===== config.mk =====
export PLATFORM = sky130hd
export DESIGN_NAME = id_input_latch
export DESIGN_NICKNAME = d
export VERILOG_FILES = /design/src/design/id_pkg.sv /design/src/design/id_input_latch.sv
export VERILOG_INCLUDE_DIRS = /design/src /design/src/include
export SDC_FILE = /design/constraint.sdc
export NUM_CORES = 1
export LEC_CHECK = 0
export BUFFER_PORTS_ARGS = -buffer_cell sky130_fd_sc_hd__clkbuf_2
export CORE_MARGIN = 2
export CORE_UTILIZATION = 42
export CTS_CLUSTER_DIAMETER = 30
export DETAILED_ROUTE_END_ITERATION = 12
export PLACE_DENSITY = 0.86
export SYNTH_ARGS = -nofsm -noshare
export SYNTH_HDL_FRONTEND = slang
export SYNTH_SLANG_ARGS = --single-unit

===== constraint.sdc =====
create_clock -name i_clk -period 4.6 [get_ports i_clk]
set_input_delay 0.92 -clock i_clk [delete_from_list [all_inputs] [get_ports i_clk]]
set_output_delay 0.92 -clock i_clk [all_outputs]
set_load 0.1 [all_outputs]

===== src/include/id_settings.svh =====
// widths, register count and nop encoding for the instruction decode stage
`ifndef ID_SETTINGS_SVH
`define ID_SETTINGS_SVH

// register and pc width
`define ID_XLEN     64

// fetched instruction word
`define ID_INST_WD  32

`define ID_GPR_NUM  32 // x0..x31

// addi x0, x0, 0 which replaces a wrong-path fetch
`define ID_NOP_INST 32'h0000_0013

`endif


===== src/design/id_pkg.sv =====
// types shared by the decode stage blocks: words, indices, opcodes, instruction views
`include "id_settings.svh"

package id_pkg;

  typedef logic [`ID_XLEN-1:0]            xlen_t;
  typedef logic [$clog2(`ID_GPR_NUM)-1:0] gpr_addr_t;

  // major opcodes of the supported subset
  typedef enum logic [6:0] {
    OP     = 7'b0110011,
    OP_IMM = 7'b0010011,
    LOAD   = 7'b0000011,
    STORE  = 7'b0100011,
    BRANCH = 7'b1100011,
    JAL    = 7'b1101111,
    JALR   = 7'b1100111
  } opcode_e;

  typedef enum logic [2:0] {
    BEQ = 3'b000,
    BNE = 3'b001,
    BLT = 3'b100,
    BGE = 3'b101
  } br_func_e; // as found in funct3

  typedef enum logic [1:0] {
    ADD = 2'b00,
    SUB = 2'b01
  } alu_op_e;

  // r and i formats, imm[11:0] sits in funct7 and rs2
  typedef struct packed {
    logic [6:0] funct7;
    gpr_addr_t  rs2;
    gpr_addr_t  rs1;
    logic [2:0] funct3;
    gpr_addr_t  rd;
    opcode_e    opcode;
  } inst_i_t;

  // s and b formats, immediate split around the register fields
  typedef struct packed {
    logic [6:0] imm_hi;
    gpr_addr_t  rs2;
    gpr_addr_t  rs1;
    logic [2:0] funct3;
    logic [4:0] imm_lo;
    opcode_e    opcode;
  } inst_sb_t;

  typedef union packed {
    inst_i_t  ir;
    inst_sb_t sb;
  } inst_u;

endpackage


===== src/design/id_input_latch.sv =====
// decode stage input register: valid bit plus instruction and pc from fetch
`timescale 1ns/1ps
`include "id_settings.svh"

module id_input_latch (
  input  logic                   i_clk,
  input  logic                   i_rst_n,
  input  logic                   i_capture,  // stage allowin
  input  logic                   i_redirect,
  input  logic                   i_fs_valid,
  input  logic [`ID_INST_WD-1:0] i_fs_inst,
  input  id_pkg::xlen_t          i_fs_pc,
  output logic                   o_ds_valid,
  output logic [`ID_INST_WD-1:0] o_inst,
  output id_pkg::xlen_t          o_pc
);

  // valid follows fetch whenever the stage can take a new item
  always_ff @(posedge i_clk) begin
    if (!i_rst_n) begin
      o_ds_valid <= 1'b0;
    end else if (i_capture) begin
      o_ds_valid <= i_fs_valid;
    end
  end

  // wrong-path word turns into a nop, pc kept
  always_ff @(posedge i_clk) begin
    if (i_capture && i_fs_valid) begin
      o_inst <= i_redirect ? `ID_NOP_INST : i_fs_inst;
      o_pc   <= i_fs_pc;
    end
  end

endmodule


; ---- After elaboration in Yosys (flattened, before gate mapping)
; Index checks and enable logic that the tools add are counted.
[word_totals]
regBits = 97
input_bits = 101
out_inout_bits = 97
wordCells = 4
[classes]
n_reduce_logical = 1
[op_table]
columns = cell, n
row1 = logical AND 1 bit, 1

; ---- Logic depth before layout (Yosys ltp)
[logic_depth]
word_depth = 1
mapped_depth = 2
ltp_nobuf = 2

; ---- Worst setup path after synthesis
; Ideal clock, no wire load.
[synth_timing]
path_kind = input-to-reg
startpoint = input port i_fs_valid
endpoint = register o_inst[0], enable pin
setup_time_ps = 466
t_arrival_ps = 3156
required_ps = 4134
path_slack_ps = 978
cell_stages = 1
path_buffers = 0
cell_sequence = and2_1
[synth_via]
elab_chain_len = 1
[synth_rtl]
columns = element, line_no
row1 = from (decl), id_input_latch.sv:10  ; input logic i_fs_valid,
row2 = logical AND 1 bit, id_input_latch.sv:29  ; if (i_capture && i_fs_valid) begin
row3 = to (signal assigned), id_input_latch.sv:30  ; o_inst <= i_redirect ? `ID_NOP_INST : i_fs_inst;
row4 = to (decl), id_input_latch.sv:14  ; output logic [`ID_INST_WD-1:0] o_inst,
; No other way between the ends.
; A chain may end at the register's enable or synchronous reset.

; ---- Worst setup path in the final report
[layout_timing]
startpoint = register o_pc[40]
endpoint = output port o_pc[40]
[layout_rtl]
columns = element, line_no
row1 = from (decl), id_input_latch.sv:15  ; output id_pkg::xlen_t o_pc
row2 = from (signal assigned), id_input_latch.sv:31  ; o_pc <= i_fs_pc;
; No word-level cell between the ends.

==> out/results.tsv <==
metric	value	unit
run status	finished clean	
Peak Freq	481	MHz
Ant. Diodes	0	
met1 Use GR	17.3	%
Post-Synthesis Cells	135	
Reg clk slew, reported paths	0.09	ns
DR vias	1946	
Register Area	0.00290	mm²
Hold Path Class	flop to flop	
Pwr Density	488	mW/mm²
Nets	441	
Rel. slew slack	20.6	%
CP Capture Type	output pin	
drt total wl	6120	µm
Crit Path Category	flop to output pin	
core area	0.00725	mm²
flops & latches, synth	97	
initial antenna violation count	0	
Fin. Hold Viols	0	
DR pass1 iterations	4	
slowest CP cell	clkbuf_2	
Final Skew	0	ns
Hold Path Sink	o_ds_valid	
wire length per cell	13.8	µm
cts hold-fix bufs	0	
DIE WIDTH	90.5	µm
clock latency on the worst-skew pair	0.34	ns
die area	0.00819	mm²
CTS Buf Count	9	
hold path depth	2	
largest net degree at the start of global routing	98	
Cell Area, Synth	0.00314	mm²
Mean Syn Cell Area	23.3	µm²
Area Growth Syn to Fin	41.6	%
measured slew at the worst slew-check pin	1.19	ns
GRT met2 Usage	24.0	%
Hold Slack	0.604	ns
filler instances	563	
final count of negative-setup-slack endpoints	0	
FF-to-FF End	o_ds_valid	
Pleak	1.89	nW
Initial Utilization	43.4	%
critical path's largest stage delay	0.46	ns
area of the multi-input gates	223	µm²
port bufs	197	
Startpoint Class	flop	
# clock sinks	97	
min-delay src	o_ds_valid	
Reg2Reg Depth	2	
total grt overflow	0	
PostCTS Resize Cnt	0	
grt met3 use	6.93	%
post-CTS setup buffer count	0	
top cell type's share of synthesized area	91.7	%
crit-path max FO	1	
CTS Buffer Depth	2	
largest cells by area after synthesis	edfxtp_1, nor2b_1, dfxtp_1, or2_1, buf_6	
Final TNS setup	0	ns
Post-DP Area	0.00424	mm²
antenna-violating nets left	0	
dpl ws	2.20	ns
Placer Congestion	0.641	
post-route cell area	0.00445	mm²
critical path data required time	3.68	ns
CP Data Arrival Time	1.16	ns
Die H	90.5	µm
setup ws final	2.52	ns
Min Clock Period, post-route	2.08	ns
Final Cycle Share	45.2	%
Synth area leader	edfxtp_1	
Worst Path Buf+Inv	1	
Cells after DPL	428	
crit-path cells	clkbuf_2	
CP top delay family	buffers and inverters	
Yosys warning count	0	
vias in the first global route	1920	
first-pass GRT wire length	9340	µm
Syn Nets	236	
Avg Vias per Cell	4.38	
reg-to-reg slack, setup	3.91	ns
Total GRT Usage	14.9	%
gr busiest metal	met2	
Non-Filler Instances	444	
row count	31	
clock root cell	clkbuf_8	
IO Count	198	
CTS tree	done	
Peak supply drop	220	µV
most frequent cells in the layout	clkbuf_2, edfxtp_1, nor2b_1	
Iter 0 DRT Violations	94	
Residual DRC	0	
crit path from	o_pc[40]	
RSZ-0062 raised after global routing	no	
H-tree level count	3	
commonest non-fill, non-tap cell in the layout	clkbuf_2	
post-synthesis cell type count	8	
FF-to-FF Start	o_ds_valid	
sequential area share after synthesis	92.3	%
max_cap viols	0	
max-slew violation count	0	
layout cells sized above 1	61.7	%
==> synth_stat cells <==
master    count
edfxtp_1     96
nor2b_1      30
or2_1         3
buf_2         2
and2_1        1
buf_6         1
dfxtp_1       1
o21a_1        1
==> logic make-up (layout without fill, tap and decap cells) <==
family,after synthesis,after routing,synth area share [%]
DFF,97,97,92.3
and+or+nand+nor,34,34,6.77
buffers and inverters,3,213,0.676
AOI/OAI and AO/OA,1,1,0.239
==> per-stage QoR <==
step / power, mW / utilization [%]
2_1_floorplan: 1.52 / -
3_3_place_gp: 1.61 / 58.4
3_5_place_dp: 1.61 / 58.4
4_1_cts: 2.19 / 61.4
5_1_grt: 2.24 / 61.4
6_report: 2.18 / 61.4
==> where the power goes <==
group | internal, mW | switching (mW) | total (mW)
combinational | 0.0714 | 0.467 | 0.538
clock | 0.306 | 0.279 | 0.585
sequential | 1.04 | 0.0146 | 1.05
total | 1.41 | 0.760 | 2.18
==> metal layers <==
metal | part of all wire (%) | up-vias
met1 | 38 | 895
li1 | - | 916
met4 | 1.8 | 0
met3 | 12 | 11
met5 | 0 | -
met2 | 49 | 124
==> tightest hold or removal path, stage by stage, from the launching register on <==
cell and delay (ns):
dfxtp_1 0.34, nor2b_1 0.13, o21a_1 0.11
==> state kept, by name, summed over array words and instances, names as in the netlist <==
| signal | cells |
|---|---|
| o_pc | 64 |
| o_inst | 32 |
| o_ds_valid | 1 |
==> area by class of cell <==
class                   count  area share (%)
clock buffers               9            2.78
clock inverters             7            2.11
multi-input cells          35            5.00
flip-flops and latches     97            65.2
well taps                  99            2.78
repair buffers            197            22.1
==> worst max-delay path by stage <==
stage | depth (start not counted) | to
global placement | 2 | o_pc[28]
global route | 1 | o_pc[40]
floorplan | 1 | o_inst[0]
finish | 1 | o_pc[40]
CTS | 1 | o_pc[40]
detailed placement | 2 | o_pc[28]
No activity file was read; power rests on OpenSTA's default activity.
