$ cat src/include/id_settings.svh
// widths, register count and nop encoding for the instruction decode stage
`ifndef ID_SETTINGS_SVH
`define ID_SETTINGS_SVH

// register and pc width
`define ID_XLEN     64

// fetched instruction word
`define ID_INST_WD  32

`define ID_GPR_NUM  32 // x0..x31

// addi x0, x0, 0 which replaces a wrong-path fetch
`define ID_NOP_INST 32'h0000_0013

`endif

$ cat src/design/id_pkg.sv
// types shared by the decode stage blocks: words, indices, opcodes, instruction views
`include "id_settings.svh"

package id_pkg;

  typedef logic [`ID_XLEN-1:0]            xlen_t;
  typedef logic [$clog2(`ID_GPR_NUM)-1:0] gpr_addr_t;

  // major opcodes of the supported subset
  typedef enum logic [6:0] {
    OP     = 7'b0110011,
    OP_IMM = 7'b0010011,
    LOAD   = 7'b0000011,
    STORE  = 7'b0100011,
    BRANCH = 7'b1100011,
    JAL    = 7'b1101111,
    JALR   = 7'b1100111
  } opcode_e;

  typedef enum logic [2:0] {
    BEQ = 3'b000,
    BNE = 3'b001,
    BLT = 3'b100,
    BGE = 3'b101
  } br_func_e; // as found in funct3

  typedef enum logic [1:0] {
    ADD = 2'b00,
    SUB = 2'b01
  } alu_op_e;

  // r and i formats, imm[11:0] sits in funct7 and rs2
  typedef struct packed {
    logic [6:0] funct7;
    gpr_addr_t  rs2;
    gpr_addr_t  rs1;
    logic [2:0] funct3;
    gpr_addr_t  rd;
    opcode_e    opcode;
  } inst_i_t;

  // s and b formats, immediate split around the register fields
  typedef struct packed {
    logic [6:0] imm_hi;
    gpr_addr_t  rs2;
    gpr_addr_t  rs1;
    logic [2:0] funct3;
    logic [4:0] imm_lo;
    opcode_e    opcode;
  } inst_sb_t;

  typedef union packed {
    inst_i_t  ir;
    inst_sb_t sb;
  } inst_u;

endpackage

$ cat src/design/id_branch_unit.sv
// branch condition and jump target evaluation, with redirect check against fetch pc
`timescale 1ns/1ps
`include "id_settings.svh"

module id_branch_unit (
  input  id_pkg::xlen_t    i_pc,
  input  id_pkg::xlen_t    i_imm,
  input  id_pkg::xlen_t    i_rs1_data,
  input  id_pkg::xlen_t    i_rs2_data,
  input  logic             i_bren,
  input  id_pkg::br_func_e i_brfunc,
  input  logic             i_jal,
  input  logic             i_jalr,
  input  id_pkg::xlen_t    i_fs_pc,
  output logic             o_br_sel,
  output id_pkg::xlen_t    o_br_target,
  output logic             o_br_differs
);
  import id_pkg::*;

  logic  eq;
  logic  lt;
  logic  cond;
  xlen_t jalr_sum;

  assign eq = (i_rs1_data == i_rs2_data);
  assign lt = ($signed(i_rs1_data) < $signed(i_rs2_data));

  always_comb begin
    case (i_brfunc)
      BEQ:     cond = eq;
      BNE:     cond = !eq;
      BLT:     cond = lt;
      BGE:     cond = !lt;
      default: cond = 1'b0;
    endcase
  end

  assign o_br_sel = (i_bren && cond) || i_jal || i_jalr;

  assign jalr_sum    = i_rs1_data + i_imm;
  assign o_br_target = i_jalr ? {jalr_sum[`ID_XLEN-1:1], 1'b0} // lsb cleared
                              : i_pc + i_imm;

  // fetch already on the right path means no redirect
  assign o_br_differs = (o_br_target != i_fs_pc);

endmodule

$ cat config.mk
export PLATFORM = sky130hd
export DESIGN_NAME = id_branch_unit
export DESIGN_NICKNAME = d
export VERILOG_FILES = /design/src/design/id_pkg.sv /design/src/design/id_branch_unit.sv
export VERILOG_INCLUDE_DIRS = /design/src /design/src/include
export SDC_FILE = /design/constraint.sdc
export NUM_CORES = 1
export LEC_CHECK = 0
export BUFFER_PORTS_ARGS = -buffer_cell sky130_fd_sc_hd__buf_4
export CORE_MARGIN = 2
export CORE_UTILIZATION = 49
export DETAILED_ROUTE_END_ITERATION = 8
export GPL_TIMING_DRIVEN = 0
export PLACE_DENSITY = 0.87
export REMOVE_ABC_BUFFERS = 1
export SYNTH_ARGS = -nofsm -noshare
export SYNTH_HDL_FRONTEND = slang
export SYNTH_SLANG_ARGS = --single-unit
$ cat constraint.sdc
create_clock -name vclk -period 8
set_clock_uncertainty 0.05 [all_clocks]
set_input_delay 0.8 -clock vclk [all_inputs]
set_output_delay 0.8 -clock vclk [all_outputs]
set_load 0.01 [all_outputs]
* Word-level counts from Yosys, hierarchy flattened *
Cells that the tools add are included.

storage, ports and cells
  bits in registers = 0
  input port bits = 326
  output and inout bits = 66
  word-level logic and storage cells = 16

cells by class
  $add $sub $neg = 2
  order comparisons = 1
  equal/unequal tests = 5
  muxes and demuxes = 2
  reductions and logical operators = 6

operators by type and width
  cell                                                             number
  64-bit adder                                                     2
  64-bit == test                                                   1
  64-bit < comparator                                              1
  64-bit 2-to-1 mux                                                1
  64-bit != test                                                   1
  3-bit == test, second input constant                             2
  1-bit case mux with 4 select lines                               1
  3-bit by 1-bit == test with 1-bit output, second input constant  1
  3-bit logical NOT                                                1
  1-bit logical NOT                                                2
  1-bit logical OR                                                 2
  1-bit logical AND                                                1

* Depth between registers and ports, before layout *
  word-level depth = 6
  mapped depth = 17
  mapped depth without buffers = 16

* Worst setup path after synthesis *
No wires, ideal clock.

  path kind = input to output
  from = input port i_pc[0]
  to = output port o_br_differs
  arrival = 3.989 ns
  required time = 7.150 ns
  slack = 3.161 ns
  stages = 16
  buffers on the path = 0
  path through = ha_1 -> inv_1 -> fa_1 -> nand2b_1 -> a211oi_2 -> or2_2 -> a21oi_1 -> o21a_1 -> o311a_1 -> xor2_1 -> nor4_1 -> o32ai_1 -> a2111oi_1 -> nand4_1 -> nor4_1 -> o2111ai_1

on the way
  cells in the longest elaborated chain, start to end = 3

ends and longest elaborated chain
  what               line                  source
  from (decl)        id_branch_unit.sv:6   input id_pkg::xlen_t i_pc,
  64-bit adder       id_branch_unit.sv:43  : i_pc + i_imm;
  64-bit 2-to-1 mux  id_branch_unit.sv:42  assign o_br_target = i_jalr ? {jalr_sum[`ID_XLEN-1:1], 1'b0}
  64-bit != test     id_branch_unit.sv:46  assign o_br_differs = (o_br_target != i_fs_pc);
  to (decl)          id_branch_unit.sv:17  output logic o_br_differs

Every way passes these cells.

* Worst setup path in the final report *
  from = input port i_jalr
  to = output port o_br_differs

on the way
  cells in the longest elaborated chain, start to end = 2

ends and longest elaborated chain
  what               line                  source
  from (decl)        id_branch_unit.sv:13  input logic i_jalr,
  64-bit 2-to-1 mux  id_branch_unit.sv:42
  64-bit != test     id_branch_unit.sv:46

Every way passes these cells.

==> results.md <==
- Status: finished, final reports clean
- Seq/Total Area, Yosys: 0%
- CP required: 7.15 ns
- Routed wire length: 54800 um
- Antenna-violating nets left: 0
- Sequential cell count: 0
- Fin crit share: 84.2%
- Initial core utilization: 49.5%
- # IOs: 392
- Vias per cell: 6.36
- GRT Resource Usage Total: 40.3%
- Ranking of synthesized cells by area: ha_1, a21oi_1, xnor2_1
- Chip Height: 160 um
- FP Rows: 57
- DRT Pass-1 Iters: 6
- RSZ-0062 raised after global routing: no
- Worst Setup End Kind: output port
- DRC Markers: 0
- Hold Path Class: in2out
- First-pass GRT wire length: 81700 um
- Cell Pwr Density: 101 mW/mm^2
- Setup bufs post-CTS: 0
- Hold endpoint: o_br_sel
- Register Area: 0 um^2
- Vias: 15400
- CTS resizes: 0
- Synth unique cells: 109
- Syn_area_per_cell: 6.78 um^2
- MaxCap Viol Count: 0
- # port buffers: 392
- Max Fanout on Critical Path: 130
- Vias in the first global route: 14300
- CP arrival: 5.89 ns
- Final slew viol count: 0
- Most common cell after layout, fill and taps aside: buf_4
- Peak supply drop: 0.0604 mV
- F_max: 0.148 GHz
- Synth warnings: 0
- Mapped Cells: 1766
- Post-detail-place hpwl: 48000 um
- Worst Tran Pin Value: 1.42 ns
- Largest net degree at the start of global routing: 131
- Setup ws final: 1.26 ns
- # setup viols final: 0
- Full die area: 0.0257 mm^2
- Routability cong.: 1.06
- Clkbuf count: 0
- Hold path startpoint: i_jal
- Hold buffers post-CTS: 0
- Ant diodes: 0
- Final hold violations: 0
- Worst-case headroom to the max-slew limit: 5.48%
- Design Power: 1.51 mW
- Area leader, netlist: ha_1
- Highest-count cells in the layout ignoring fill and taps: buf_4, a21oi_1, ha_1, nand2_1, nor2_1
- Dpl ws: 1.50 ns
- Share of cells above drive strength 1: 21.6%
- TNS Setup: 0 ns
- Synth top area share: 19.8%
- Initial DRC count: 1754
- Total grt overflow: 0
- Hold Crit Depth: 3
- Worst Setup Start Kind: input port
- Die width: 160 um
- Final Net Count: 2610
- Setup Crit Path Kind: in2out
- Static leakage: 7.13 nW
- Antenna violations before repair: 0
- P&R area growth vs syn: 25.5%
- Netlist Area Pre-Place: 0.0120 mm^2
- Routed len/inst: 22.7 um
- Core ar.: 0.0242 mm^2
- Post-route minimum period: 6.74 ns
critical path: stages:
cell and delay, ns:
buf_4 0.99, inv_2 0.57, buf_12 0.37, nand2_1 0.11, nor4_1 0.05, or4_1 0.55, nor3_1 0.19, nor4b_2 0.45
nor2_1 0.28, nor4_1 0.33, nand4_1 0.35, nor4_1 0.38, o2111ai_1 0.18, buf_4 0.18
metrics by stage:
stage | cell area, um^2 | util (%) | hold WS (ns) | std cells
floorplan | 11600 | - | 1.61 | 1698
global placement | 15000 | 62.0 | 1.83 | 2414
detailed placement | 15000 | 62.1 | 1.85 | 2415
CTS | 15000 | 62.1 | 1.85 | 2415
global route | 15000 | 62.1 | 1.87 | 2415
finish | 15000 | 62.1 | 1.85 | 2415
per-layer routing:
metal / share of wire, % / vias up / GRT usage (%) / wire length, um
met4: 2.9 / 0 / 9.38 / 1590
met5: 0 / - / 0 / 0
met3: 12 / 110 / 9.40 / 6480
met1: 42 / 7202 / 55.5 / 23000
met2: 43 / 851 / 63.9 / 23700
li1: - / 7197 / - / -
cell usage after synthesis, drive strengths merged, types with 5 or more instances:
cell,n
a21oi,211
ha,189
nand2,182
nor2,156
o21ai,122
xnor2,110
inv,95
a21o,74
xor2,73
nand4,55
nand3,39
buf,36
nor3,36
clkbuf,32
a211oi,21
nand2b,20
a31oi,19
nor4,19
mux2i,18
o211ai,16
o21a,16
o21bai,16
nor2b,15
a21boi,13
and3,11
o31ai,11
nor4b,10
and2,9
o2111ai,9
o211a,8
or2,8
nand3b,7
nor3b,7
or3,7
a2111oi,6
a31o,6
o221ai,6
mux2,5
o41ai,5
worst max path at each step:
stage / cells past startpoint / endpoint / startpoint
after floorplan: 16 / o_br_differs / i_pc[0]
after CTS: 14 / o_br_differs / i_jalr
after global placement: 13 / o_br_differs / i_jalr
after detailed placement: 14 / o_br_differs / i_jalr
final: 14 / o_br_differs / i_jalr
after global routing: 14 / o_br_differs / i_jalr
final cells by class:
type | count | area (um^2)
tap | 324 | 405
timing repair buffer | 393 | 2960
multi-input combinational | 1603 | 11300
inverter | 95 | 357
fill | 2258 | 9160
power by group:
| group | leakage [nW] | internal [mW] | switching [mW] |
|---|---|---|---|
| Sequential | 0 | 0 | 0 |
| Combinational | 7.13 | 0.618 | 0.895 |
| Clock | 0 | 0 | 0 |
| Total | 7.13 | 0.618 | 0.895 |
kinds of logic (layout without fill, tap and decap cells):
group,count (synthesis),after routing,share of synthesized area [%]
adders and majority gates,191,191,20.1
and+or+nand+nor,592,592,24.1
AOI/OAI and AO/OA,614,614,34.7
xor gates and xnor gates,183,183,13.5
buffers and inverters,163,488,5.66
muxes,23,23,1.98
(Power assumes the default switching activity.)
