[config.mk]
export PLATFORM = sky130hd
export DESIGN_NAME = id_operand_bypass
export DESIGN_NICKNAME = d
export VERILOG_FILES = /design/src/design/id_pkg.sv /design/src/design/id_operand_bypass.sv
export VERILOG_INCLUDE_DIRS = /design/src /design/src/include
export SDC_FILE = /design/constraint.sdc
export NUM_CORES = 1
export LEC_CHECK = 0
export ABC_CLOCK_PERIOD_IN_PS = 1500
export BUFFER_PORTS_ARGS = -buffer_cell sky130_fd_sc_hd__buf_2
export CAP_MARGIN = 10
export CORE_AREA = 2 2 185 187
export DETAILED_ROUTE_END_ITERATION = 12
export DIE_AREA = 0 0 187 189
export PLACE_DENSITY = 0.42
export SYNTH_ARGS = -nofsm -noshare
export SYNTH_HDL_FRONTEND = slang
export SYNTH_SLANG_ARGS = --single-unit
[constraint.sdc]
create_clock -name vclk -period 1.5
set_clock_uncertainty 0.2 [all_clocks]
set_input_delay 0.075 -clock vclk [all_inputs]
set_output_delay 0.075 -clock vclk [all_outputs]
set_load 0.1 [all_outputs]
[src/include/id_settings.svh]
// widths, register count and nop encoding for the instruction decode stage
`ifndef ID_SETTINGS_SVH
`define ID_SETTINGS_SVH

// register and pc width
`define ID_XLEN     64

// fetched instruction word
`define ID_INST_WD  32

`define ID_GPR_NUM  32 // x0..x31

// addi x0, x0, 0 which replaces a wrong-path fetch
`define ID_NOP_INST 32'h0000_0013

`endif

[src/design/id_pkg.sv]
// types shared by the decode stage blocks: words, indices, opcodes, instruction views
`include "id_settings.svh"

package id_pkg;

  typedef logic [`ID_XLEN-1:0]            xlen_t;
  typedef logic [$clog2(`ID_GPR_NUM)-1:0] gpr_addr_t;

  // major opcodes of the supported subset
  typedef enum logic [6:0] {
    OP     = 7'b0110011,
    OP_IMM = 7'b0010011,
    LOAD   = 7'b0000011,
    STORE  = 7'b0100011,
    BRANCH = 7'b1100011,
    JAL    = 7'b1101111,
    JALR   = 7'b1100111
  } opcode_e;

  typedef enum logic [2:0] {
    BEQ = 3'b000,
    BNE = 3'b001,
    BLT = 3'b100,
    BGE = 3'b101
  } br_func_e; // as found in funct3

  typedef enum logic [1:0] {
    ADD = 2'b00,
    SUB = 2'b01
  } alu_op_e;

  // r and i formats, imm[11:0] sits in funct7 and rs2
  typedef struct packed {
    logic [6:0] funct7;
    gpr_addr_t  rs2;
    gpr_addr_t  rs1;
    logic [2:0] funct3;
    gpr_addr_t  rd;
    opcode_e    opcode;
  } inst_i_t;

  // s and b formats, immediate split around the register fields
  typedef struct packed {
    logic [6:0] imm_hi;
    gpr_addr_t  rs2;
    gpr_addr_t  rs1;
    logic [2:0] funct3;
    logic [4:0] imm_lo;
    opcode_e    opcode;
  } inst_sb_t;

  typedef union packed {
    inst_i_t  ir;
    inst_sb_t sb;
  } inst_u;

endpackage

[src/design/id_operand_bypass.sv]
// operand forwarding from ex, mem and wb plus load-use hazard detection
`timescale 1ns/1ps

module id_operand_bypass (
  input  id_pkg::gpr_addr_t i_rs1,
  input  id_pkg::gpr_addr_t i_rs2,
  input  logic              i_uses_rs1,
  input  logic              i_uses_rs2,
  input  id_pkg::xlen_t     i_rf_rdata1,
  input  id_pkg::xlen_t     i_rf_rdata2,
  input  id_pkg::gpr_addr_t i_es_rd,
  input  id_pkg::xlen_t     i_es_result,
  input  id_pkg::gpr_addr_t i_ms_rd,
  input  id_pkg::xlen_t     i_ms_result,
  input  id_pkg::gpr_addr_t i_ws_rd,
  input  id_pkg::xlen_t     i_ws_result,
  input  logic              i_es_load_sel,
  output id_pkg::xlen_t     o_rs1_data,
  output id_pkg::xlen_t     o_rs2_data,
  output logic              o_load_stall
);
  import id_pkg::*;

  // youngest producer wins, rd of zero never forwards
  function automatic xlen_t pick(input gpr_addr_t rs, input xlen_t rf_data);
    xlen_t data;
    if (i_es_rd != '0 && rs == i_es_rd) begin
      data = i_es_result;
    end else if (i_ms_rd != '0 && rs == i_ms_rd) begin
      data = i_ms_result;
    end else if (i_ws_rd != '0 && rs == i_ws_rd) begin
      data = i_ws_result;
    end else begin
      data = rf_data;
    end
    return data;
  endfunction

  always_comb begin
    o_rs1_data = pick(i_rs1, i_rf_rdata1);
    o_rs2_data = pick(i_rs2, i_rf_rdata2);
  end

  // load result only exists once it reaches mem
  assign o_load_stall = i_es_load_sel &&
                        ((i_uses_rs1 && (i_es_rd == i_rs1)) ||
                         (i_uses_rs2 && (i_es_rd == i_rs2)));

endmodule

After elaboration in Yosys (flattened, before gate mapping):

Cells that the tools add are included.

* eq/ne operators: 8
* muxes and demuxes: 6
* reductions and logical operators: 13

Operators with widths (count)
* $mux W64: 6
* $eq A5 B5 Y1: 8
* $reduce_bool A5 Y1: 3
* $logic_and A1 B1 Y1: 9
* $logic_or A1 B1 Y1: 1

* bits in registers: 0

Depth between registers and ports, before layout:

* word-level depth: 5
* gate-level depth with buffers: 7
* depth with buffers taken out: 5

Worst setup path before layout:

No wires, ideal clock.

* kind: in2out
* start point: in i_es_rd[1]
* end point: out o_load_stall
* arrival time: 2.768 ns
* required time: 1.225 ns
* slack: -1.543 ns
* stages on the path: 4
* path buffers: 0
* path through: xor2_1 > nor3_1 > nand3_1 > a21boi_0

* cells in the longest elaborated chain, start to end: 4

RTL lines
* start, declared: line id_operand_bypass.sv:11 `input id_pkg::gpr_addr_t i_es_rd,`
* $eq A5 B5 Y1 (on tied branches): line id_operand_bypass.sv:46, id_operand_bypass.sv:47
* $logic_and A1 B1 Y1 (on tied branches): line id_operand_bypass.sv:46, id_operand_bypass.sv:47
* $logic_or A1 B1 Y1 *: line id_operand_bypass.sv:46 `((i_uses_rs1 && (i_es_rd == i_rs1)) ||`
* $logic_and A1 B1 Y1 *: line id_operand_bypass.sv:45 `assign o_load_stall = i_es_load_sel &&`
* end, declared: line id_operand_bypass.sv:20 `output logic o_load_stall`

Mark *: on every way between the ends. The rest lies on a longest branch, timed or not.

Worst setup path in the final report:

* start point: in i_rs1[3]
* end point: out o_rs1_data[16]

* cells in the longest elaborated chain, start to end: 5

RTL lines
* start, declared: line id_operand_bypass.sv:5 `input id_pkg::gpr_addr_t i_rs1,`
* $eq A5 B5 Y1: line id_operand_bypass.sv:31 `end else if (i_ws_rd != '0 && rs == i_ws_rd) begin`
* $logic_and A1 B1 Y1: line id_operand_bypass.sv:31
* $mux W64: line id_operand_bypass.sv:31
* $mux W64: line id_operand_bypass.sv:29 `end else if (i_ms_rd != '0 && rs == i_ms_rd) begin`
* $mux W64 *: line id_operand_bypass.sv:27 `if (i_es_rd != '0 && rs == i_es_rd) begin`
* end, declared: line id_operand_bypass.sv:18 `output id_pkg::xlen_t o_rs1_data,`

Marked as above.

==> impl_results.md <==
- Run status: finished with violations
- Violated checks: setup timing
- Remaining Overflow, GRT: 0
- Synth warn: 0
- First-pass GRT wire length: 59.5 mm
- CP Max Fanout: 16
- Startpoint Class: primary input
- Routability cong.: 0.877
- Final core utilization: 0.463
- Post-synth net total: 1201
- PwrDens: 566 nW/um^2
- Crit end category: output pin
- Crit path DAT: 1.78 ns
- Avg Inst Size Synth: 5.67 sq um
- # DRC: 0
- Fin area: 15400 sq um
- Post-DR vias/cell: 5.00
- FILL cells: 3184
- Sequential cell count: 0
- Syn-to-layout area delta: 219%
- Initial DRC Count: 405
- Clkbuf count: 0
- I/O Pins: 477
- Starting Density: 0.145
- Crit path time final: 2.05 ns
- Fmax achieved: 0.487 GHz
- Layout cells sized above 1: 0.762
- Worst hold slack: 0.334 ns
- Seq/Total Area, Yosys: 0
- Total GRT Usage: 0.222
- Routed WL per cell: 26.7 microns
- Max cap viols: 0
- RSZ-0062 raised after global routing: true
- Die X: 187 microns
- Largest net degree at the start of global routing: 54
- Largest cells by area after synthesis: o221a_1, nand2_1, o21ai_1
- Min-delay worst type: primary input to output pin
- Antenna viol nets, final: 0
- Endpoints failing setup: 129
- Top cell type by total area after synthesis: o221a_1
- Port Buffers: 477
- Post-Synthesis Cell Area: 4840 sq um
- Synth cell types: 20
- Sequential Area: 0 sq um
- Relative slew margins: 0.710
- Die area: 35300 sq um
- Vert. Die Dim: 189 microns
- Syn Inst Count: 853
- Routed via count: 9257
- Lkg Pwr: 7.02 nW
- Final Hold Vio Count: 0
- Area of the multi-input gates: 7290 sq um
- Vias in the first global route: 9272
- Core Area: 33300 sq um
- Worst VDD drop: 0.323 mV
- Site Rows: 67
- Worst slew pin tran: 0.435 ns
- Synth top area share: 0.289
- Number of max-slew violations in the final report: 0
- Kind of critical path: primary input to output pin
- Initial antenna violation count: 7
- Final WL: 49.3 mm
- Nets: 1746
- TritonRoute pass-1 iters: 5
- Dpl hpwl: 27.1 mm
- Fin worst setup slack: -0.554 ns
- Total power: 8.73 mW
- Critical Path RT: 1.22 ns
- Placement-stage cell area: 11600 sq um
- Period Utilization, post-route: 1.37
## power by group
| part | switching, mW | leakage (nW) | internal, mW |
|---|---|---|---|
| registers | 0 | 0 | 0 |
| logic | 5.20 | 7.02 | 3.52 |
| clock network | 0 | 0.0000380 | 0.000000536 |
## cell usage after synthesis, types with 7 or more instances
master and n:
o21ai_1 132, inv_1 128, nand2_1 197, o21ai_0 124, xor2_1 20, buf_6 14
buf_2 34, nor2_1 7, o221a_1 124, xnor2_1 10, nor3_1 7, clkbuf_1 38
## cell type report
| class | count | area share |
|---|---|---|
| Tap cell | 448 | 0.0364 |
| Multi-Input combinational cell | 638 | 0.473 |
| Inverter | 128 | 0.0312 |
| Timing Repair Buffer | 630 | 0.458 |
| Antenna cell | 6 | 0.000975 |
## cell families after synthesis
logic type      Yosys count  share of synthesized area
xor+xnor                 30                     0.0543
simple gates            223                      0.183
buf+inv                 215                      0.198
compound gates          385                      0.565
## worst max-delay path: stages
cell     delay [ns]
buf_8          0.11
xor2_2         0.17
nor3_2         0.30
buf_4          0.18
nand3_4        0.12
buf_12         0.18
buf_16         0.16
o21ai_1        0.17
o21ai_4        0.10
buf_12         0.17
## metal layers
| metal | routed length, microns | track usage |
|---|---|---|
| met2 | 24800 | 0.405 |
| met1 | 20300 | 0.265 |
| met4 | 1140 | 0.0553 |
| met5 | 41 | 0 |
| met3 | 3050 | 0.0441 |
## repair_timing
action                                  in CTS  in global routing
setup buffers                               16                 14
pin swaps                                   16                 59
gates cloned                                16                 37
gates resized for setup                    214                368
endpoints found under the hold margin        0                  0
hold buffers                                 0                  0
endpoints found under the setup margin     129                129
## path summary, 6_finish.rpt
| kind | startpoint | endpoint | depth (start not counted) |
|---|---|---|---|
| worst min-delay path | i_es_result[55] | o_rs1_data[55] | 4 |
| worst max-delay path | i_rs1[3] | o_rs1_data[16] | 10 |
## stage by stage
step	setup WS, ns	TNS [ns]	cells
after floorplan	-0.809	-49.86	853
after global placement	-0.604	-69.70	1776
after detailed placement	-0.619	-69.86	1776
after CTS	-0.514	-59.80	1808
after global routing	-0.581	-60.85	1847
final	-0.554	-54.92	1850
## cell usage in the layout, fill, tap and decap left out, drive strengths merged
cell type / synthesis / layout
nor2: 7 / 7
xor2: 20 / 20
buf: 49 / 602
nand2: 197 / 197
o21ai: 256 / 256
nor3: 7 / 7
and4b: 2 / 2
nand4: 4 / 4
diode: 0 / 6
clkbuf: 38 / 27
nand3: 4 / 4
bufbuf: 0 / 1
inv: 128 / 128
xnor2: 10 / 10
o221a: 128 / 128
and3: 2 / 2
a21boi: 1 / 1
Note: power is estimated with default switching activity, not from simulation.
