<file path="config.mk">
export PLATFORM = sky130hd
export DESIGN_NAME = id_decoder
export DESIGN_NICKNAME = d
export VERILOG_FILES = /design/src/design/id_pkg.sv /design/src/design/id_decoder.sv
export VERILOG_INCLUDE_DIRS = /design/src /design/src/include
export SDC_FILE = /design/constraint.sdc
export NUM_CORES = 1
export LEC_CHECK = 0
export BUFFER_PORTS_ARGS = -buffer_cell sky130_fd_sc_hd__buf_2
export CELL_PAD_IN_SITES_DETAIL_PLACEMENT = 1
export CELL_PAD_IN_SITES_GLOBAL_PLACEMENT = 1
export CORE_ASPECT_RATIO = 1.2
export CORE_MARGIN = 10
export CORE_UTILIZATION = 20
export DETAILED_ROUTE_END_ITERATION = 16
export GPL_ROUTABILITY_DRIVEN = 0
export PLACE_DENSITY_LB_ADDON = 0.25
export SKIP_LAST_GASP = 1
export SLEW_MARGIN = 15
export SYNTH_ARGS = -nofsm -noshare
export SYNTH_HDL_FRONTEND = slang
export SYNTH_SLANG_ARGS = --single-unit
</file>
<file path="constraint.sdc">
create_clock -name vclk -period 3.2
set_clock_uncertainty 0.2 [all_clocks]
set_input_delay 0.16 -clock vclk [all_inputs]
set_output_delay 0.16 -clock vclk [all_outputs]
set_load 0.1 [all_outputs]
</file>
<file path="src/include/id_settings.svh">
// widths, register count and nop encoding for the instruction decode stage
`ifndef ID_SETTINGS_SVH
`define ID_SETTINGS_SVH

// register and pc width
`define ID_XLEN     64

// fetched instruction word
`define ID_INST_WD  32

`define ID_GPR_NUM  32 // x0..x31

// addi x0, x0, 0 which replaces a wrong-path fetch
`define ID_NOP_INST 32'h0000_0013

`endif

</file>
<file path="src/design/id_pkg.sv">
// types shared by the decode stage blocks: words, indices, opcodes, instruction views
`include "id_settings.svh"

package id_pkg;

  typedef logic [`ID_XLEN-1:0]            xlen_t;
  typedef logic [$clog2(`ID_GPR_NUM)-1:0] gpr_addr_t;

  // major opcodes of the supported subset
  typedef enum logic [6:0] {
    OP     = 7'b0110011,
    OP_IMM = 7'b0010011,
    LOAD   = 7'b0000011,
    STORE  = 7'b0100011,
    BRANCH = 7'b1100011,
    JAL    = 7'b1101111,
    JALR   = 7'b1100111
  } opcode_e;

  typedef enum logic [2:0] {
    BEQ = 3'b000,
    BNE = 3'b001,
    BLT = 3'b100,
    BGE = 3'b101
  } br_func_e; // as found in funct3

  typedef enum logic [1:0] {
    ADD = 2'b00,
    SUB = 2'b01
  } alu_op_e;

  // r and i formats, imm[11:0] sits in funct7 and rs2
  typedef struct packed {
    logic [6:0] funct7;
    gpr_addr_t  rs2;
    gpr_addr_t  rs1;
    logic [2:0] funct3;
    gpr_addr_t  rd;
    opcode_e    opcode;
  } inst_i_t;

  // s and b formats, immediate split around the register fields
  typedef struct packed {
    logic [6:0] imm_hi;
    gpr_addr_t  rs2;
    gpr_addr_t  rs1;
    logic [2:0] funct3;
    logic [4:0] imm_lo;
    opcode_e    opcode;
  } inst_sb_t;

  typedef union packed {
    inst_i_t  ir;
    inst_sb_t sb;
  } inst_u;

endpackage

</file>
<file path="src/design/id_decoder.sv">
// decoder for the reduced rv64 integer subset: fields, immediate and control flags
`timescale 1ns/1ps
`include "id_settings.svh"

module id_decoder (
  input  id_pkg::inst_u     i_inst,
  output id_pkg::gpr_addr_t o_rs1,
  output id_pkg::gpr_addr_t o_rs2,
  output id_pkg::gpr_addr_t o_rd,
  output logic              o_uses_rs1,
  output logic              o_uses_rs2,
  output id_pkg::xlen_t     o_imm,
  output id_pkg::alu_op_e   o_alu_op,
  output logic              o_src2_imm,
  output logic              o_gpr_wen,
  output logic              o_mem_ren,
  output logic              o_mem_wen,
  output logic              o_load_sel,
  output logic              o_bren,
  output id_pkg::br_func_e  o_brfunc,
  output logic              o_jal,
  output logic              o_jalr,
  output logic              o_invalid
);
  import id_pkg::*;

  inst_i_t                ir;
  inst_sb_t               sb;
  logic [`ID_INST_WD-1:0] raw;
  xlen_t                  imm_i;
  xlen_t                  imm_s;
  xlen_t                  imm_b;
  xlen_t                  imm_j;
  logic                   wr_rd; // writes rd before the x0 check

  assign ir  = i_inst.ir;
  assign sb  = i_inst.sb;
  assign raw = i_inst;

  assign imm_i = {{(`ID_XLEN-12){ir.funct7[6]}}, ir.funct7, ir.rs2};
  assign imm_s = {{(`ID_XLEN-12){sb.imm_hi[6]}}, sb.imm_hi, sb.imm_lo};
  assign imm_b = {{(`ID_XLEN-13){sb.imm_hi[6]}}, sb.imm_hi[6], sb.imm_lo[0],
                  sb.imm_hi[5:0], sb.imm_lo[4:1], 1'b0};
  // j format is scrambled across the upper bits
  assign imm_j = {{(`ID_XLEN-21){raw[31]}}, raw[31], raw[19:12], raw[20],
                  raw[30:21], 1'b0};

  assign o_rs1     = ir.rs1;
  assign o_rs2     = ir.rs2;
  assign o_rd      = ir.rd;
  assign o_brfunc  = br_func_e'(ir.funct3);
  assign o_gpr_wen = wr_rd && (ir.rd != '0);

  always_comb begin
    o_uses_rs1 = 1'b0;
    o_uses_rs2 = 1'b0;
    o_imm      = '0;
    o_alu_op   = ADD;
    o_src2_imm = 1'b0;
    wr_rd      = 1'b0;
    o_mem_ren  = 1'b0;
    o_mem_wen  = 1'b0;
    o_load_sel = 1'b0;
    o_bren     = 1'b0;
    o_jal      = 1'b0;
    o_jalr     = 1'b0;
    o_invalid  = 1'b0;
    case (ir.opcode)
      OP_IMM: begin
        o_invalid  = (ir.funct3 != 3'b000); // addi only
        o_uses_rs1 = 1'b1;
        o_imm      = imm_i;
        o_src2_imm = 1'b1;
        wr_rd      = !o_invalid;
      end
      OP: begin
        o_uses_rs1 = 1'b1;
        o_uses_rs2 = 1'b1;
        if (ir.funct3 == 3'b000 && ir.funct7 == 7'b0000000) begin
          wr_rd = 1'b1;
        end else if (ir.funct3 == 3'b000 && ir.funct7 == 7'b0100000) begin
          o_alu_op = SUB;
          wr_rd    = 1'b1;
        end else begin
          o_invalid = 1'b1;
        end
      end
      LOAD: begin
        o_invalid  = (ir.funct3 != 3'b011); // ld only
        o_uses_rs1 = 1'b1;
        o_imm      = imm_i;
        o_src2_imm = 1'b1;
        o_mem_ren  = !o_invalid;
        o_load_sel = !o_invalid;
        wr_rd      = !o_invalid;
      end
      STORE: begin
        o_invalid  = (ir.funct3 != 3'b011); // sd only
        o_uses_rs1 = 1'b1;
        o_uses_rs2 = 1'b1;
        o_imm      = imm_s;
        o_src2_imm = 1'b1;
        o_mem_wen  = !o_invalid;
      end
      BRANCH: begin
        o_uses_rs1 = 1'b1;
        o_uses_rs2 = 1'b1;
        o_imm      = imm_b;
        case (br_func_e'(ir.funct3))
          BEQ, BNE, BLT, BGE: o_bren = 1'b1;
          default:            o_invalid = 1'b1;
        endcase
      end
      JAL: begin
        o_imm = imm_j;
        o_jal = 1'b1;
        wr_rd = 1'b1;
      end
      JALR: begin
        o_invalid  = (ir.funct3 != 3'b000);
        o_uses_rs1 = 1'b1;
        o_imm      = imm_i;
        o_jalr     = !o_invalid;
        wr_rd      = !o_invalid;
      end
      default: o_invalid = 1'b1;
    endcase
  end

endmodule

</file>
==> Word-level counts from Yosys, hierarchy flattened <==
Cells that the tools add are included.
{ "word_totals": {"word_cells": 48, "output_inout_bits": 95, "regBits": 0} }
{ "op_classes": {"muxes": 20, "eq_ne": 12, "reduce_logical": 16} }
{ "op_table": {"columns": ["op", "n"], "rows": [
  ["$pmux W64 S4", 1],
  ["$eq A7 B6 Y1 const B", 3],
  ["$eq A7 B7 Y1 const B", 3],
  ["$mux W1", 17],
  ["$reduce_or A3 Y1", 3],
  ["$eq A7 B2 Y1 const B", 1],
  ["$eq A7 B5 Y1 const B", 1],
  ["$logic_not A7 Y1", 1],
  ["$eq A3 B3 Y1 const B", 2],
  ["$reduce_or A6 Y1", 1],
  ["$pmux W1 S5", 1],
  ["$reduce_bool A5 Y1", 1],
  ["$pmux W1 S4", 1],
  ["$reduce_or A2 Y1", 2],
  ["$reduce_or A4 Y1", 1],
  ["$eq A3 B1 Y1 const B", 1],
  ["$logic_and A1 B1 Y1", 3],
  ["$logic_not A3 Y1", 1],
  ["$ne A3 B2 Y1 const B", 1],
  ["$reduce_bool A3 Y1", 1],
  ["$logic_not A1 Y1", 2]
]} }

==> Logic depth before layout (Yosys ltp) <==
{ "depth": {"depth_word": 6, "depth_mapped": 6} }

==> Worst setup path after synthesis <==
Ideal clock, no wire load.
{ "synth_timing": {"path_type": "input to output", "from": "input port i_inst[2] in the netlist's numbering", "to": "output port o_gpr_wen", "path_slack_ps": -2307, "n_path_buf": 0, "path_stages": 4, "arrival_time_ps": 5147, "cell_sequence": "nand4bb_4 > nor4_1 > a311oi_1 > a21oi_1"} }
{ "synth_via": {"elab_chain_cells": 4} }
{ "synth_lines": {"columns": ["item", "line_no", "text"], "rows": [
  ["from (decl)", "id_decoder.sv:6", "input id_pkg::inst_u i_inst,"],
  ["$eq A7 B7 Y1 or $eq A7 B5 Y1 (tied branches)", "id_decoder.sv:68", "case (ir.opcode)"],
  ["$reduce_or A2 Y1 (no source line)", null, null],
  ["$pmux W1 S4 (*)", "id_decoder.sv:68", null],
  ["$logic_and A1 B1 Y1 (*)", "id_decoder.sv:52", "assign o_gpr_wen = wr_rd && (ir.rd != '0);"],
  ["to (decl)", "id_decoder.sv:15", "output logic o_gpr_wen,"]
]} }
Mark *: on every way between the ends. The rest lies on a longest branch, timed or not.

==> Final worst setup path <==
{ "layout_timing": {"from": "input port i_inst[2] in the netlist's numbering", "to": "output port o_imm[49]"} }
{ "layout_via": {"elab_chain_cells": 3} }
{ "layout_lines": {"columns": ["item", "line_no", "text"], "rows": [
  ["$eq A7 B7 Y1 (tied with other cells)", "id_decoder.sv:68", null],
  ["$reduce_or A3 Y1 (no source line)", null, null],
  ["$pmux W64 S4 (*)", "id_decoder.sv:68", null],
  ["to (decl)", "id_decoder.sv:12", "output id_pkg::xlen_t o_imm,"]
]} }
Marked as above.

==> metrics.cfg <==
[die]
chip_height_um=97.50
die_width_um=84.58
floorplan.initialDensity_pct=20.41
core_mm2=0.004905
floorplan.die_area_mm2=0.008246
num_io_pins=127
placementRows=28

[routing]
ant_nets=0
post-route-drc-count=0
first_iteration_detailed_routing_drc_count=28
routed_wire_per_std_cell_um=16.62
firstDrtPassIters=4
postRouteWirelength_mm=4.237
vias_per_cell=4.204
routed-via-count=1072

[global_routing]
grt_antenna_before_repair=0
grt_first_pass_wirelength_mm=6.437
grt_usage_pct=8.966
grt_pass1_vias=1220
grt-ovfl-total=0
grt_start_max_net_pins=45

[cells_and_area]
areaGrowthSynthToFinish_pct=26.00
nNetsFinal=229
layout.cells.most_common_list=buf_2 (126), a21o_1 (8), nor2b_1 (6)
sequential_cell_area_um2=0
drive_gt1_share_pct=73.85
sequential_cell_total=0
final_common_cell=buf_2
clock_buffers=0
n_antenna_cell=0

[timing]
max_clock_freq_mhz=401.6
share_of_the_clock_period_used_by_the_worst_path_after_layout_pct=77.81
grt_setup_unrepaired=false
finalMaxSlewViolations=0
holdWs_ps=506.4
final_sum_of_negative_setup_slack_ps=0
final-hold-violation-count=0
timing_worst_slew_pin_value_ps=602.2
final-setup-viol-count=0
timing.final.crit_period_ps=2490
slew_headroom_pct=59.77

[place]
hpwl_detailed_mm=3.795
place.port_buffers=126

[clock_tree]
cts_resized=0
cts_setup_buffers=0
cts.hold.buffers_added=0

[logic_synthesis]
yosys_warnings=0
post_synth_num_cell_types=32
postSynthCellCount=133
synth_area_per_cell_um2=7.526
syn_nets=165
post_synth_instance_area_mm2=0.001001
synth-seq-area-share_pct=0

[flow_run]
maxCapViolCount=0

[power_and_ir_drop]
clock_power_share_pct=0
peakVddDrop_mv=0.04773
internal-power_uw=43.08
total_leakage_power_nw=0.8746
combPwrFrac_pct=100.0
switching_share_pct=85.12
power-per-cell-area_mw_per_mm2=229.5
total_switching_power_uw=246.4
p_seq_share_pct=0

[critical_path]
cp.arrival_ps=2130
crit_type=in -> out
path_max_fanout=44
setup.worst_path.start_class=primary input
worstPathRequired_ps=2840
worstSetupEndpointType=primary output

[min_path]
min_path_type=in -> out
whs_path_depth=2

[run_status]
status=finished, final reports clean

==> cell type report <==
class                           instances  area, µm²
Fill cell                             639       3643
Inverter                                2      7.507
Multi-Input combinational cell         65      533.0
Tap cell                               60      75.07
Timing Repair Buffer                  128      645.6
==> cell families after synthesis <==
logic type / after synthesis / synth area share (%)
and+or+nand+nor: 42 / 31.25
AOI/OAI and AO/OA: 22 / 18.25
other: 1 / 0.3746
buffers and inverters: 68 / 50.12
==> stage by stage <==
stage | worst slack [ps] | instances | util, % | total power [mW] | cell area [µm²]
3_3_place_gp | 736.4 | 255 | 25.71 | 0.2910 | 1261
5_1_grt | 443.9 | 255 | 25.71 | 0.2997 | 1261
2_1_floorplan | -352.7 | 133 | - | 0.2596 | 1035
4_1_cts | 643.2 | 255 | 25.71 | 0.2917 | 1261
6_report | 710.0 | 255 | 25.71 | 0.2894 | 1261
3_5_place_dp | 641.5 | 255 | 25.71 | 0.2914 | 1261
==> power by group through the flow <==
| stage | sequential (mW) | combinational [mW] | clock (mW) |
|---|---|---|---|
| after global placement | 0 | 0.291 | 0 |
| after CTS | 0 | 0.292 | 0 |
| after detailed placement | 0 | 0.291 | 0 |
| final | 0 | 0.289 | 0 |
| after floorplan | 0 | 0.260 | 0 |
| after global routing | 0 | 0.300 | 0 |
==> Yosys cell counts, types with 2 or more instances <==
cell	number	area share, %
buf_4	63	47
a21o_1	8	6.0
nor2b_1	7	4.4
nand2_1	5	1.9
nor3_2	5	5.0
a22o_1	4	3.5
nor3_1	4	2.0
nor2_1	3	1.1
o21ai_0	3	1.5
or2_2	3	1.9
a32oi_1	2	1.8
and2_1	2	1.2
buf_2	2	1.0
inv_1	2	0.75
nor4_1	2	1.2
or4_1	2	1.5
==> worst max-delay path: stages <==
cell,delay [ps]
buf_2,120
nand4bb_4,290
nor3_2,320
nor3_2,160
nor2b_4,520
buf_2,540
==> per-layer routing <==
metal  vias up  GRT usage, %  wire [µm]  part of all wire [%]
met5         -             0          0                     0
met4         0        0.2538          0                     0
met3         0         4.279        548                    13
met2        73         16.35       2068                    49
met1       478         9.510       1621                    38
li1        521             -          -                     -
==> path summary, 6_finish.rpt <==
path   endpoint  startpoint
min    o_rs1[2]  i_inst[17]
max   o_imm[49]   i_inst[2]
Note: power is estimated with default switching activity, not from simulation.
